File: config.mk
export PLATFORM = sky130hd
export DESIGN_NAME = rv_core
export DESIGN_NICKNAME = d
export VERILOG_FILES = /design/src/rv_pkg.sv /design/src/rv_decoder.sv /design/src/rv_execute.sv /design/src/rv_regfile.sv /design/src/rv_load_store.sv /design/src/rv_control.sv /design/src/rv_core.sv
export SDC_FILE = /design/constraint.sdc
export NUM_CORES = 2
export LEC_CHECK = 0
export ABC_CLOCK_PERIOD_IN_PS = 29500
export BUFFER_PORTS_ARGS = -buffer_cell sky130_fd_sc_hd__buf_4
export CAP_MARGIN = 30
export CORE_ASPECT_RATIO = 0.8
export CORE_UTILIZATION = 50
export CTS_CLUSTER_SIZE = 10
export DETAILED_ROUTE_END_ITERATION = 10
export GPL_TIMING_DRIVEN = 0
export PLACE_DENSITY = 0.69
export SKIP_CTS_REPAIR_TIMING = 1
export SLEW_MARGIN = 20
export SYNTH_ARGS = -nofsm -noshare
export SYNTH_HDL_FRONTEND = slang
export SYNTH_HIERARCHICAL = 1
export SYNTH_SLANG_ARGS = --single-unit
File: constraint.sdc
create_clock -name clk -period 29.5 [get_ports clk]
set_input_delay 1.475 -clock clk [delete_from_list [all_inputs] [get_ports clk]]
set_output_delay 1.475 -clock clk [all_outputs]
set_load 0.02 [all_outputs]
File: src/rv_pkg.sv
/* Core-wide widths, opcodes, FSM state codes, ALU operation enum and the
   instruction word with its R/I/S/B/U/J format views */
package rv_pkg;

    localparam int XLEN       = 32;
    localparam int REG_ADDR_W = 5;
    localparam logic [XLEN-1:0] RESET_PC = 32'h8000_0000;

    localparam logic [6:0] OP_LUI    = 7'b0110111;
    localparam logic [6:0] OP_AUIPC  = 7'b0010111;
    localparam logic [6:0] OP_JAL    = 7'b1101111;
    localparam logic [6:0] OP_JALR   = 7'b1100111;
    localparam logic [6:0] OP_BRANCH = 7'b1100011;
    localparam logic [6:0] OP_LOAD   = 7'b0000011;
    localparam logic [6:0] OP_STORE  = 7'b0100011;
    localparam logic [6:0] OP_IMM    = 7'b0010011;
    localparam logic [6:0] OP_REG    = 7'b0110011;

    // Control FSM encodings
    localparam int STATE_W = 3;
    localparam logic [STATE_W-1:0] ST_FETCH      = 3'd0;
    localparam logic [STATE_W-1:0] ST_FETCH_WAIT = 3'd1;
    localparam logic [STATE_W-1:0] ST_EXECUTE    = 3'd2;
    localparam logic [STATE_W-1:0] ST_MEM_REQ    = 3'd3;
    localparam logic [STATE_W-1:0] ST_MEM_WAIT   = 3'd4;
    localparam logic [STATE_W-1:0] ST_COMMIT     = 3'd5;

    typedef enum logic [3:0] {
        ALU_ADD, ALU_SUB, ALU_SLL, ALU_SLT, ALU_SLTU,
        ALU_XOR, ALU_SRL, ALU_SRA, ALU_OR, ALU_AND
    } alu_op_t;

    typedef struct packed {
        logic [6:0] funct7;
        logic [4:0] rs2;
        logic [4:0] rs1;
        logic [2:0] funct3;
        logic [4:0] rd;
        logic [6:0] opcode;
    } r_fmt_t;

    typedef struct packed {
        logic [11:0] imm_11_0;
        logic [4:0]  rs1;
        logic [2:0]  funct3;
        logic [4:0]  rd;
        logic [6:0]  opcode;
    } i_fmt_t;

    typedef struct packed {
        logic [6:0] imm_11_5;
        logic [4:0] rs2;
        logic [4:0] rs1;
        logic [2:0] funct3;
        logic [4:0] imm_4_0;
        logic [6:0] opcode;
    } s_fmt_t;

    typedef struct packed {
        logic       imm_12;
        logic [5:0] imm_10_5;
        logic [4:0] rs2;
        logic [4:0] rs1;
        logic [2:0] funct3;
        logic [3:0] imm_4_1;
        logic       imm_11;
        logic [6:0] opcode;
    } b_fmt_t;

    typedef struct packed {
        logic [19:0] imm_31_12;
        logic [4:0]  rd;
        logic [6:0]  opcode;
    } u_fmt_t;

    typedef struct packed {
        logic       imm_20;
        logic [9:0] imm_10_1;
        logic       imm_11;
        logic [7:0] imm_19_12;
        logic [4:0] rd;
        logic [6:0] opcode;
    } j_fmt_t;

    typedef union packed {
        r_fmt_t r;
        i_fmt_t i;
        s_fmt_t s;
        b_fmt_t b;
        u_fmt_t u;
        j_fmt_t j;
    } rv_inst_t;

endpackage

File: src/rv_decoder.sv
/* Instruction decoder: register indices, immediate, ALU operation and class flags */
`timescale 1ns/1ps

module rv_decoder (
    input  rv_pkg::rv_inst_t               inst,
    output logic [rv_pkg::REG_ADDR_W-1:0]  rs1,
    output logic [rv_pkg::REG_ADDR_W-1:0]  rs2,
    output logic [rv_pkg::REG_ADDR_W-1:0]  rd_addr,
    output logic [rv_pkg::XLEN-1:0]        imm,
    output rv_pkg::alu_op_t                alu_op,
    output logic [2:0]                     funct3,
    output logic                           is_load,
    output logic                           is_store,
    output logic                           is_branch,
    output logic                           is_jal,
    output logic                           is_jalr,
    output logic                           is_lui,
    output logic                           is_auipc,
    output logic                           uses_imm,
    output logic                           writes_rd
);
    import rv_pkg::*;

    logic [6:0] opcode;
    logic       is_op_imm;
    logic       is_op_reg;

    assign opcode  = inst.r.opcode;
    assign rs1     = inst.r.rs1;
    assign rs2     = inst.r.rs2;
    assign rd_addr = inst.r.rd;
    assign funct3  = inst.r.funct3;

    assign is_lui    = opcode == OP_LUI;
    assign is_auipc  = opcode == OP_AUIPC;
    assign is_jal    = opcode == OP_JAL;
    assign is_jalr   = opcode == OP_JALR;
    assign is_branch = opcode == OP_BRANCH;
    assign is_load   = opcode == OP_LOAD;
    assign is_store  = opcode == OP_STORE;
    assign is_op_imm = opcode == OP_IMM;
    assign is_op_reg = opcode == OP_REG;

    // ALU second operand from the immediate; address forms handled in execute
    assign uses_imm = is_op_imm | is_jalr | is_lui | is_auipc;

    // Unknown opcodes fall through as no-ops, x0 is never written
    assign writes_rd = (is_lui | is_auipc | is_jal | is_jalr | is_load |
                        is_op_imm | is_op_reg) && (rd_addr != '0);

    always_comb begin
        case (opcode)
            OP_IMM, OP_LOAD, OP_JALR:
                imm = {{20{inst.i.imm_11_0[11]}}, inst.i.imm_11_0};
            OP_STORE:
                imm = {{20{inst.s.imm_11_5[6]}}, inst.s.imm_11_5, inst.s.imm_4_0};
            OP_BRANCH:
                imm = {{20{inst.b.imm_12}}, inst.b.imm_11, inst.b.imm_10_5,
                       inst.b.imm_4_1, 1'b0};
            OP_LUI, OP_AUIPC:
                imm = {inst.u.imm_31_12, 12'h000};
            OP_JAL:
                imm = {{12{inst.j.imm_20}}, inst.j.imm_19_12, inst.j.imm_11,
                       inst.j.imm_10_1, 1'b0};
            default:
                imm = '0;
        endcase
    end

    always_comb begin
        alu_op = ALU_ADD; // Address and upper-immediate forms add
        if (is_op_imm || is_op_reg) begin
            case (inst.r.funct3)
                3'b000: alu_op = (is_op_reg && inst.r.funct7[5]) ? ALU_SUB : ALU_ADD;
                3'b001: alu_op = ALU_SLL;
                3'b010: alu_op = ALU_SLT;
                3'b011: alu_op = ALU_SLTU;
                3'b100: alu_op = ALU_XOR;
                3'b101: alu_op = inst.r.funct7[5] ? ALU_SRA : ALU_SRL; // Bit 30
                3'b110: alu_op = ALU_OR;
                default: alu_op = ALU_AND;
            endcase
        end
    end

endmodule

File: src/rv_execute.sv
/* Execute unit: operand select, ALU, branch compare and next-PC selection */
`timescale 1ns/1ps

module rv_execute (
    input  logic [rv_pkg::XLEN-1:0] pc,
    input  logic [rv_pkg::XLEN-1:0] rdata1,
    input  logic [rv_pkg::XLEN-1:0] rdata2,
    input  logic [rv_pkg::XLEN-1:0] imm,
    input  rv_pkg::alu_op_t         alu_op,
    input  logic [2:0]              funct3,
    input  logic                    is_branch,
    input  logic                    is_jal,
    input  logic                    is_jalr,
    input  logic                    is_lui,
    input  logic                    is_auipc,
    input  logic                    is_load,
    input  logic                    is_store,
    input  logic                    uses_imm,
    output logic [rv_pkg::XLEN-1:0] alu_result,
    output logic [rv_pkg::XLEN-1:0] next_pc,
    output logic [rv_pkg::XLEN-1:0] link_value
);
    import rv_pkg::*;

    logic [XLEN-1:0] op_a;
    logic [XLEN-1:0] op_b;
    logic [4:0]      shamt;
    logic            taken;

    assign op_a  = is_lui ? '0 : (is_auipc ? pc : rdata1);
    assign op_b  = (uses_imm || is_load || is_store) ? imm : rdata2;
    assign shamt = op_b[4:0];

    always_comb begin
        case (alu_op)
            ALU_ADD:  alu_result = op_a + op_b;
            ALU_SUB:  alu_result = op_a - op_b;
            ALU_SLL:  alu_result = op_a << shamt;
            ALU_SLT:  alu_result = {{(XLEN-1){1'b0}}, $signed(op_a) < $signed(op_b)};
            ALU_SLTU: alu_result = {{(XLEN-1){1'b0}}, op_a < op_b};
            ALU_XOR:  alu_result = op_a ^ op_b;
            ALU_SRL:  alu_result = op_a >> shamt;
            ALU_SRA:  alu_result = $signed(op_a) >>> shamt;
            ALU_OR:   alu_result = op_a | op_b;
            ALU_AND:  alu_result = op_a & op_b;
            default:  alu_result = '0;
        endcase
    end

    // Branches compare the raw register values
    always_comb begin
        case (funct3)
            3'b000:  taken = rdata1 == rdata2;
            3'b001:  taken = rdata1 != rdata2;
            3'b100:  taken = $signed(rdata1) < $signed(rdata2);
            3'b101:  taken = $signed(rdata1) >= $signed(rdata2);
            3'b110:  taken = rdata1 < rdata2;
            3'b111:  taken = rdata1 >= rdata2;
            default: taken = 1'b0;
        endcase
    end

    assign link_value = pc + 32'd4;

    always_comb begin
        if (is_jal || (is_branch && taken))
            next_pc = pc + imm;
        else if (is_jalr)
            next_pc = {alu_result[XLEN-1:1], 1'b0}; // rs1 + imm, bit 0 dropped
        else
            next_pc = link_value;
    end

endmodule

File: src/rv_regfile.sv
/* Register file, 31 writable registers with x0 hardwired to zero */
`timescale 1ns/1ps

module rv_regfile (
    input  logic                          clk,
    input  logic                          reset,
    input  logic [rv_pkg::REG_ADDR_W-1:0] rs1,
    input  logic [rv_pkg::REG_ADDR_W-1:0] rs2,
    input  logic                          we,
    input  logic [rv_pkg::REG_ADDR_W-1:0] waddr,
    input  logic [rv_pkg::XLEN-1:0]       wdata,
    output logic [rv_pkg::XLEN-1:0]       rdata1,
    output logic [rv_pkg::XLEN-1:0]       rdata2
);
    import rv_pkg::*;

    logic [XLEN-1:0] regs [1:2**REG_ADDR_W-1];

    always_ff @(posedge clk or posedge reset) begin
        if (reset) begin
            for (int k = 1; k < 2**REG_ADDR_W; k++)
                regs[k] <= '0;
        end else if (we && waddr != '0) begin
            regs[waddr] <= wdata;
        end
    end

    assign rdata1 = (rs1 == '0) ? '0 : regs[rs1];
    assign rdata2 = (rs2 == '0) ? '0 : regs[rs2];

endmodule

File: src/rv_load_store.sv
/* Load/store lane logic: store alignment and strobes, load extraction and extension */
`timescale 1ns/1ps

module rv_load_store (
    input  logic [rv_pkg::XLEN-1:0] addr,
    input  logic [2:0]              funct3,
    input  logic [rv_pkg::XLEN-1:0] store_src,
    input  logic [rv_pkg::XLEN-1:0] dmem_rdata,
    output logic [rv_pkg::XLEN-1:0] dmem_addr,
    output logic [rv_pkg::XLEN-1:0] dmem_wdata,
    output logic [3:0]              dmem_wstrb,
    output logic [rv_pkg::XLEN-1:0] load_data
);
    logic [31:0] lane;

    assign dmem_addr = {addr[31:2], 2'b00}; // Word-aligned bus address

    // Source replicated over all lanes, strobes pick the live ones
    always_comb begin
        case (funct3[1:0])
            2'b00: begin
                dmem_wdata = {4{store_src[7:0]}};
                dmem_wstrb = 4'b0001 << addr[1:0];
            end
            2'b01: begin
                dmem_wdata = {2{store_src[15:0]}};
                dmem_wstrb = 4'b0011 << {addr[1], 1'b0};
            end
            default: begin
                dmem_wdata = store_src;
                dmem_wstrb = 4'b1111;
            end
        endcase
    end

    assign lane = dmem_rdata >> {addr[1:0], 3'b000};

    always_comb begin
        case (funct3)
            3'b000:  load_data = {{24{lane[7]}}, lane[7:0]};   // LB
            3'b001:  load_data = {{16{lane[15]}}, lane[15:0]}; // LH
            3'b100:  load_data = {24'h0, lane[7:0]};           // LBU
            3'b101:  load_data = {16'h0, lane[15:0]};          // LHU
            default: load_data = lane;
        endcase
    end

endmodule

File: src/rv_control.sv
/* Control FSM with PC, instruction, result and next-PC registers and all handshakes */
`timescale 1ns/1ps

module rv_control (
    input  logic                          clk,
    input  logic                          reset,
    input  logic                          imem_req_ready,
    input  logic                          imem_resp_valid,
    input  logic [rv_pkg::XLEN-1:0]       imem_rdata,
    input  logic                          dmem_req_ready,
    input  logic                          dmem_resp_valid,
    input  logic                          commit_ready,
    input  logic [rv_pkg::XLEN-1:0]       alu_result,
    input  logic [rv_pkg::XLEN-1:0]       next_pc,
    input  logic [rv_pkg::XLEN-1:0]       link_value,
    input  logic [rv_pkg::XLEN-1:0]       load_data,
    input  logic [rv_pkg::REG_ADDR_W-1:0] rd_addr,
    input  logic                          writes_rd,
    input  logic                          is_load,
    input  logic                          is_store,
    input  logic                          is_jal,
    input  logic                          is_jalr,
    output rv_pkg::rv_inst_t              inst,
    output logic [rv_pkg::XLEN-1:0]       pc,
    output logic                          imem_req_valid,
    output logic [rv_pkg::XLEN-1:0]       imem_addr,
    output logic                          dmem_req_valid,
    output logic                          dmem_we,
    output logic                          commit_valid,
    output logic [rv_pkg::XLEN-1:0]       commit_pc,
    output logic [rv_pkg::REG_ADDR_W-1:0] commit_rd,
    output logic [rv_pkg::XLEN-1:0]       commit_wdata,
    output logic                          rf_we
);
    import rv_pkg::*;

    logic [STATE_W-1:0] state;
    logic [XLEN-1:0]    npc;    // Target saved in EXECUTE
    logic [XLEN-1:0]    result; // Value written back at commit

    always_ff @(posedge clk or posedge reset) begin
        if (reset) begin
            state <= ST_FETCH;
            pc    <= RESET_PC;
        end else begin
            case (state)
                ST_FETCH:      if (imem_req_ready) state <= ST_FETCH_WAIT;
                ST_FETCH_WAIT: if (imem_resp_valid) state <= ST_EXECUTE;
                ST_EXECUTE:    state <= (is_load || is_store) ? ST_MEM_REQ : ST_COMMIT;
                ST_MEM_REQ:    if (dmem_req_ready) state <= ST_MEM_WAIT;
                ST_MEM_WAIT:   if (dmem_resp_valid) state <= ST_COMMIT;
                ST_COMMIT: begin
                    if (commit_ready) begin
                        state <= ST_FETCH;
                        pc    <= npc; // Retire and move on
                    end
                end
                default:       state <= ST_FETCH;
            endcase
        end
    end

    always_ff @(posedge clk) begin
        if (state == ST_FETCH_WAIT && imem_resp_valid)
            inst <= imem_rdata;
        if (state == ST_EXECUTE) begin
            npc    <= next_pc;
            result <= (is_jal || is_jalr) ? link_value : alu_result;
        end
        if (state == ST_MEM_WAIT && dmem_resp_valid && is_load)
            result <= load_data;
    end

    assign imem_req_valid = state == ST_FETCH;
    assign imem_addr      = pc;
    assign dmem_req_valid = state == ST_MEM_REQ;
    assign dmem_we        = is_store;

    // Commit fields come from registers, so they hold under back-pressure
    assign commit_valid = state == ST_COMMIT;
    assign commit_pc    = pc;
    assign commit_rd    = writes_rd ? rd_addr : '0;
    assign commit_wdata = result;
    assign rf_we        = commit_valid && commit_ready && writes_rd;

endmodule

File: src/rv_core.sv
/* Core top level, control FSM wired to decoder, register file, execute and load/store */
`timescale 1ns/1ps

module rv_core (
    input  logic                          clk,
    input  logic                          reset,
    input  logic                          imem_req_ready,
    input  logic                          imem_resp_valid,
    input  logic [rv_pkg::XLEN-1:0]       imem_rdata,
    input  logic                          dmem_req_ready,
    input  logic                          dmem_resp_valid,
    input  logic [rv_pkg::XLEN-1:0]       dmem_rdata,
    input  logic                          commit_ready,
    output logic                          imem_req_valid,
    output logic [rv_pkg::XLEN-1:0]       imem_addr,
    output logic                          dmem_req_valid,
    output logic                          dmem_we,
    output logic [rv_pkg::XLEN-1:0]       dmem_addr,
    output logic [rv_pkg::XLEN-1:0]       dmem_wdata,
    output logic [3:0]                    dmem_wstrb,
    output logic                          commit_valid,
    output logic [rv_pkg::XLEN-1:0]       commit_pc,
    output logic [rv_pkg::REG_ADDR_W-1:0] commit_rd,
    output logic [rv_pkg::XLEN-1:0]       commit_wdata
);
    import rv_pkg::*;

    rv_inst_t              inst;
    alu_op_t               alu_op;
    logic [XLEN-1:0]       pc, imm, rdata1, rdata2;
    logic [XLEN-1:0]       alu_result, next_pc, link_value, load_data;
    logic [REG_ADDR_W-1:0] rs1, rs2, rd_addr;
    logic [2:0]            funct3;
    logic                  is_load, is_store, is_branch, is_jal, is_jalr;
    logic                  is_lui, is_auipc, uses_imm, writes_rd, rf_we;

    rv_control i_rv_control (
        .clk, .reset,
        .imem_req_ready, .imem_resp_valid, .imem_rdata,
        .dmem_req_ready, .dmem_resp_valid, .commit_ready,
        .alu_result, .next_pc, .link_value, .load_data,
        .rd_addr, .writes_rd, .is_load, .is_store, .is_jal, .is_jalr,
        .inst, .pc, .imem_req_valid, .imem_addr, .dmem_req_valid, .dmem_we,
        .commit_valid, .commit_pc, .commit_rd, .commit_wdata, .rf_we
    );

    rv_decoder i_rv_decoder (
        .inst, .rs1, .rs2, .rd_addr, .imm, .alu_op, .funct3,
        .is_load, .is_store, .is_branch, .is_jal, .is_jalr,
        .is_lui, .is_auipc, .uses_imm, .writes_rd
    );

    rv_regfile i_rv_regfile (
        .clk, .reset, .rs1, .rs2,
        .we    (rf_we),
        .waddr (rd_addr),
        .wdata (commit_wdata),
        .rdata1, .rdata2
    );

    rv_execute i_rv_execute (
        .pc, .rdata1, .rdata2, .imm, .alu_op, .funct3,
        .is_branch, .is_jal, .is_jalr, .is_lui, .is_auipc,
        .is_load, .is_store, .uses_imm,
        .alu_result, .next_pc, .link_value
    );

    rv_load_store i_rv_load_store (
        .addr      (alu_result),
        .funct3,
        .store_src (rdata2),
        .dmem_rdata, .dmem_addr, .dmem_wdata, .dmem_wstrb, .load_data
    );

endmodule

==> summary.json <==
{
  "fmax_mhz": 78.5,
  "outcome": "complete, no violations",
  "worstHoldPathType": "reg -> reg",
  "critical_path.startpoint": "i_rv_control/inst[21]$_DFFE_PP_",
  "synthesis.area_per_instance_um2": 11.3,
  "worst_ir_drop_vdd_uv": 59.5,
  "clk_latency_ns": 0.80,
  "power.density_nw_per_um2": 82.6,
  "seq_power_share": 0.265,
  "comb_power_share": 0.513,
  "final_nets": 7369,
  "post_route_cells_drive_above_1_share": 0.351,
  "ioPinCount": 244,
  "overall_global_routing_usage": 0.463,
  "vias_in_the_first_global_route": 60181,
  "async_reset_ff_frac": 0.915,
  "vias": 64775,
  "rr_endpoint": "i_rv_control/commit_wdata[23]$_DFFE_PP_",
  "effective_utilization_at_floorplan": 0.503,
  "tritoncts": "yes",
  "core_area_um2": 150000,
  "fillerInstances": 12835,
  "leakage_nw": 39.7,
  "synthesis.area_um2": 75400,
  "critical-path-top-cell-by-count": "sky130_fd_sc_hd__buf_4",
  "numClockSinks": 1123,
  "worstReg2RegStart": "i_rv_control/inst[21]$_DFFE_PP_",
  "antenna_found_initial": 23,
  "worst_setup_hold_path_clk_slew_ns": 0.06,
  "yosys_warnings": 6,
  "synthCells": 6663,
  "core.rowCount": 127,
  "synth-edff-count": 96,
  "worst_setup_path_end_kind": "output pin",
  "die_width_um": 436,
  "synth.yosys.seq_area_share": 0.379,
  "postRouteWirelength_um": 362000,
  "critical_path.max_stage_delay_ns": 0.90,
  "wl_per_cell_um": 39.4,
  "setup.reg_to_reg.worst_slack_ns": 18.28,
  "holdPathEnd": "i_rv_control/commit_pc[23]$_DFFE_PP0P_",
  "slew_violations": 0,
  "detail_route.vias_per_cell": 7.05,
  "p_int_mw": 3.65,
  "rsz0062_at_grt": "false",
  "gp_routability_congestion": 1.12,
  "timing.final.setup_violations": 0,
  "antenna_left": 0,
  "numCtsBuffers": 134,
  "post-route-worst-setup-slack_ns": 16.76,
  "timing.max_cap.violations": 0,
  "drt_iter0_markers": 10207,
  "grt_pass1_wl_um": 491000,
  "critical_path.slowest_cell": "sky130_fd_sc_hd__a21oi_1",
  "area_added_between_synthesis_and_finish_pct": 12.4,
  "place.port_buffers": 241,
  "worst-endpoint-arrival_ns": 11.26,
  "synth_seq_cells": 1123,
  "sw_frac_of_total": 0.478,
  "place_worst_setup_slack_ns": 18.31,
  "switching_power_mw": 3.34,
  "holdPathStages": 1,
  "hold_path_startpoint": "i_rv_control/npc[23]$_DFFE_PN_",
  "cp_max_fanout": 11,
  "die_footprint_um2": 152000,
  "final_hold_viol_count": 0,
  "power_frac_clock": 0.223,
  "ctsHtreeMaxLevel": 4,
  "fin_worst_skew_ns": 0.0387,
  "drt_first_pass_iters": 9,
  "startpoint_type": "flop",
  "die_h_um": 349,
  "ys_types": 135,
  "period_minus_slack_ns": 12.74,
  "worst-setup-path-type": "reg -> out",
  "totalNegativeSetupSlack_ns": 0,
  "clockBufferDepth": 3,
  "place.detailed.hpwl_um": 282000,
  "maximum_number_of_pins_on_one_net_before_global_route_repair": 107,
  "max_slew_margin": 0.119,
  "ys_dominant_reg_cell": "sky130_fd_sc_hd__dfrtp_1",
  "worst_pin_slew_ns": 1.32,
  "layout_worst_path_cycle_share": 0.432,
  "critPathRequiredTime_ns": 28.02,
  "r2r_cells": 29,
  "cts.root.buffer_cell": "sky130_fd_sc_hd__clkbuf_16",
  "drc_errors": 0,
  "grt_remaining_overflow": 0
}
[cells by family after synthesis]
family          after synthesis  synth area share
flops                      1123             0.379
simple gates               1003            0.0694
xor+xnor                     77           0.00894
other cells                   1         0.0000497
mux                        2175             0.336
compound gates             1252             0.116
buf+inv                     858            0.0615
fa+ha+maj                   174            0.0292
[synth_stat cells (96+ instances only)]
cell type                  count  area, um2
sky130_fd_sc_hd__a21oi_1     185        926
sky130_fd_sc_hd__buf_2       178        891
sky130_fd_sc_hd__buf_4       189       1420
sky130_fd_sc_hd__clkbuf_1    250        938
sky130_fd_sc_hd__dfrtp_1    1026      25700
sky130_fd_sc_hd__edfxtp_1     96       2880
sky130_fd_sc_hd__ha_1        171       2140
sky130_fd_sc_hd__inv_1       144        541
sky130_fd_sc_hd__mux2_2     1255      14100
sky130_fd_sc_hd__mux2i_1     704       7050
sky130_fd_sc_hd__mux4_2      127       2860
sky130_fd_sc_hd__nand2_1     209        785
sky130_fd_sc_hd__nor2_1      242        908
sky130_fd_sc_hd__nor3_1      199        996
sky130_fd_sc_hd__o21ai_0     127        636
sky130_fd_sc_hd__o22ai_1     355       2220
[sequential cells by signal, summed over array words and instances, names as in the netlist]
register                   flops
i_rv_control/inst             32
i_rv_control/commit_pc        32
i_rv_control/state             3
i_rv_control/npc              32
i_rv_regfile/regs            992
i_rv_control/commit_wdata     32
[final cells by class]
class / count / area [um2] / share of cell area
Antenna cell: 18 / 45.0 / 0.000531
Buffer: 709 / 4080 / 0.0481
Clock buffer: 159 / 3500 / 0.0413
Clock inverter: 21 / 397 / 0.00468
Inverter: 149 / 572 / 0.00675
Multi-Input combinational cell: 4683 / 42300 / 0.499
Sequential cell: 1123 / 28600 / 0.337
Tap cell: 1999 / 2500 / 0.0295
Timing Repair Buffer: 324 / 2750 / 0.0325
[layout by cell type (no fill, tap or decap), types with 27 or more instances in the layout]
cell type,instances
sky130_fd_sc_hd__mux2_4,60
sky130_fd_sc_hd__nor3_1,194
sky130_fd_sc_hd__o21ai_0,126
sky130_fd_sc_hd__buf_2,189
sky130_fd_sc_hd__clkbuf_1,269
sky130_fd_sc_hd__buf_6,67
sky130_fd_sc_hd__nor2b_1,37
sky130_fd_sc_hd__nand3_1,56
sky130_fd_sc_hd__o211ai_1,47
sky130_fd_sc_hd__ha_1,171
sky130_fd_sc_hd__inv_1,142
sky130_fd_sc_hd__nor3_2,47
sky130_fd_sc_hd__mux2_2,1255
sky130_fd_sc_hd__a21o_1,43
sky130_fd_sc_hd__dfrtp_1,1026
sky130_fd_sc_hd__mux2i_1,704
sky130_fd_sc_hd__o31a_1,67
sky130_fd_sc_hd__nor2_1,236
sky130_fd_sc_hd__nand2_1,209
sky130_fd_sc_hd__mux4_2,127
sky130_fd_sc_hd__buf_1,31
sky130_fd_sc_hd__o22ai_1,355
sky130_fd_sc_hd__a21oi_1,185
sky130_fd_sc_hd__buf_4,462
sky130_fd_sc_hd__edfxtp_1,96
sky130_fd_sc_hd__a22oi_1,78
sky130_fd_sc_hd__a221oi_1,81
sky130_fd_sc_hd__o21bai_1,27
sky130_fd_sc_hd__a211oi_1,55
sky130_fd_sc_hd__nand2b_1,30
sky130_fd_sc_hd__clkbuf_16,135
sky130_fd_sc_hd__xnor2_1,52
[how the worst max path moves through the flow]
stage                                          to  slack, ns  cells after the start
2_1_floorplan    i_rv_regfile/regs[0]$_DFFE_PP0P_       0.12                      1
3_3_place_gp   i_rv_regfile/regs[174]$_DFFE_PP0P_     -10.75                      2
3_5_place_dp                        dmem_wstrb[1]      18.31                     29
4_1_cts                             dmem_wstrb[1]      17.43                     29
5_1_grt                             dmem_wstrb[1]      16.94                     29
6_report                            dmem_wstrb[1]      16.76                     29
[worst max-delay path, delay by kind of cell (launching register included)]
family,cells,cell delay [ns]
compound gates,10,3.63
fa+ha+maj,1,0.30
buf+inv,12,4.28
flops,1,0.72
simple gates,6,1.46
[power groups by stage]
stage / Clock (mW) / Combinational (mW) / Sequential [mW]
floorplan: 0 / 1.86 / 1.78
global placement: 0 / 3.31 / 1.86
detailed placement: 0 / 3.34 / 1.86
CTS: 1.57 / 3.36 / 1.83
global route: 1.63 / 3.60 / 1.84
finish: 1.56 / 3.59 / 1.85
[routing by layer]
layer / GRT usage / vias up / wire length [um]
met5: 0.0310 / - / 881
met4: 0.160 / 40 / 14600
met3: 0.264 / 701 / 64600
met2: 0.576 / 5050 / 134000
met1: 0.649 / 33154 / 148000
li1: - / 25830 / -
[metrics by stage]
step | power, mW | area [um2] | utilization | hold WS [ns] | instances
floorplan | 3.64 | 75400 | - | 0.455 | 6664
global placement | 5.17 | 79700 | 0.532 | 0.460 | 8904
detailed placement | 5.20 | 80600 | 0.538 | 0.464 | 8963
CTS | 6.75 | 84500 | 0.564 | 0.476 | 9143
global route | 7.07 | 84700 | 0.565 | 0.483 | 9167
finish | 7.00 | 84800 | 0.566 | 0.473 | 9185
No activity file was read; power rests on OpenSTA's default activity.
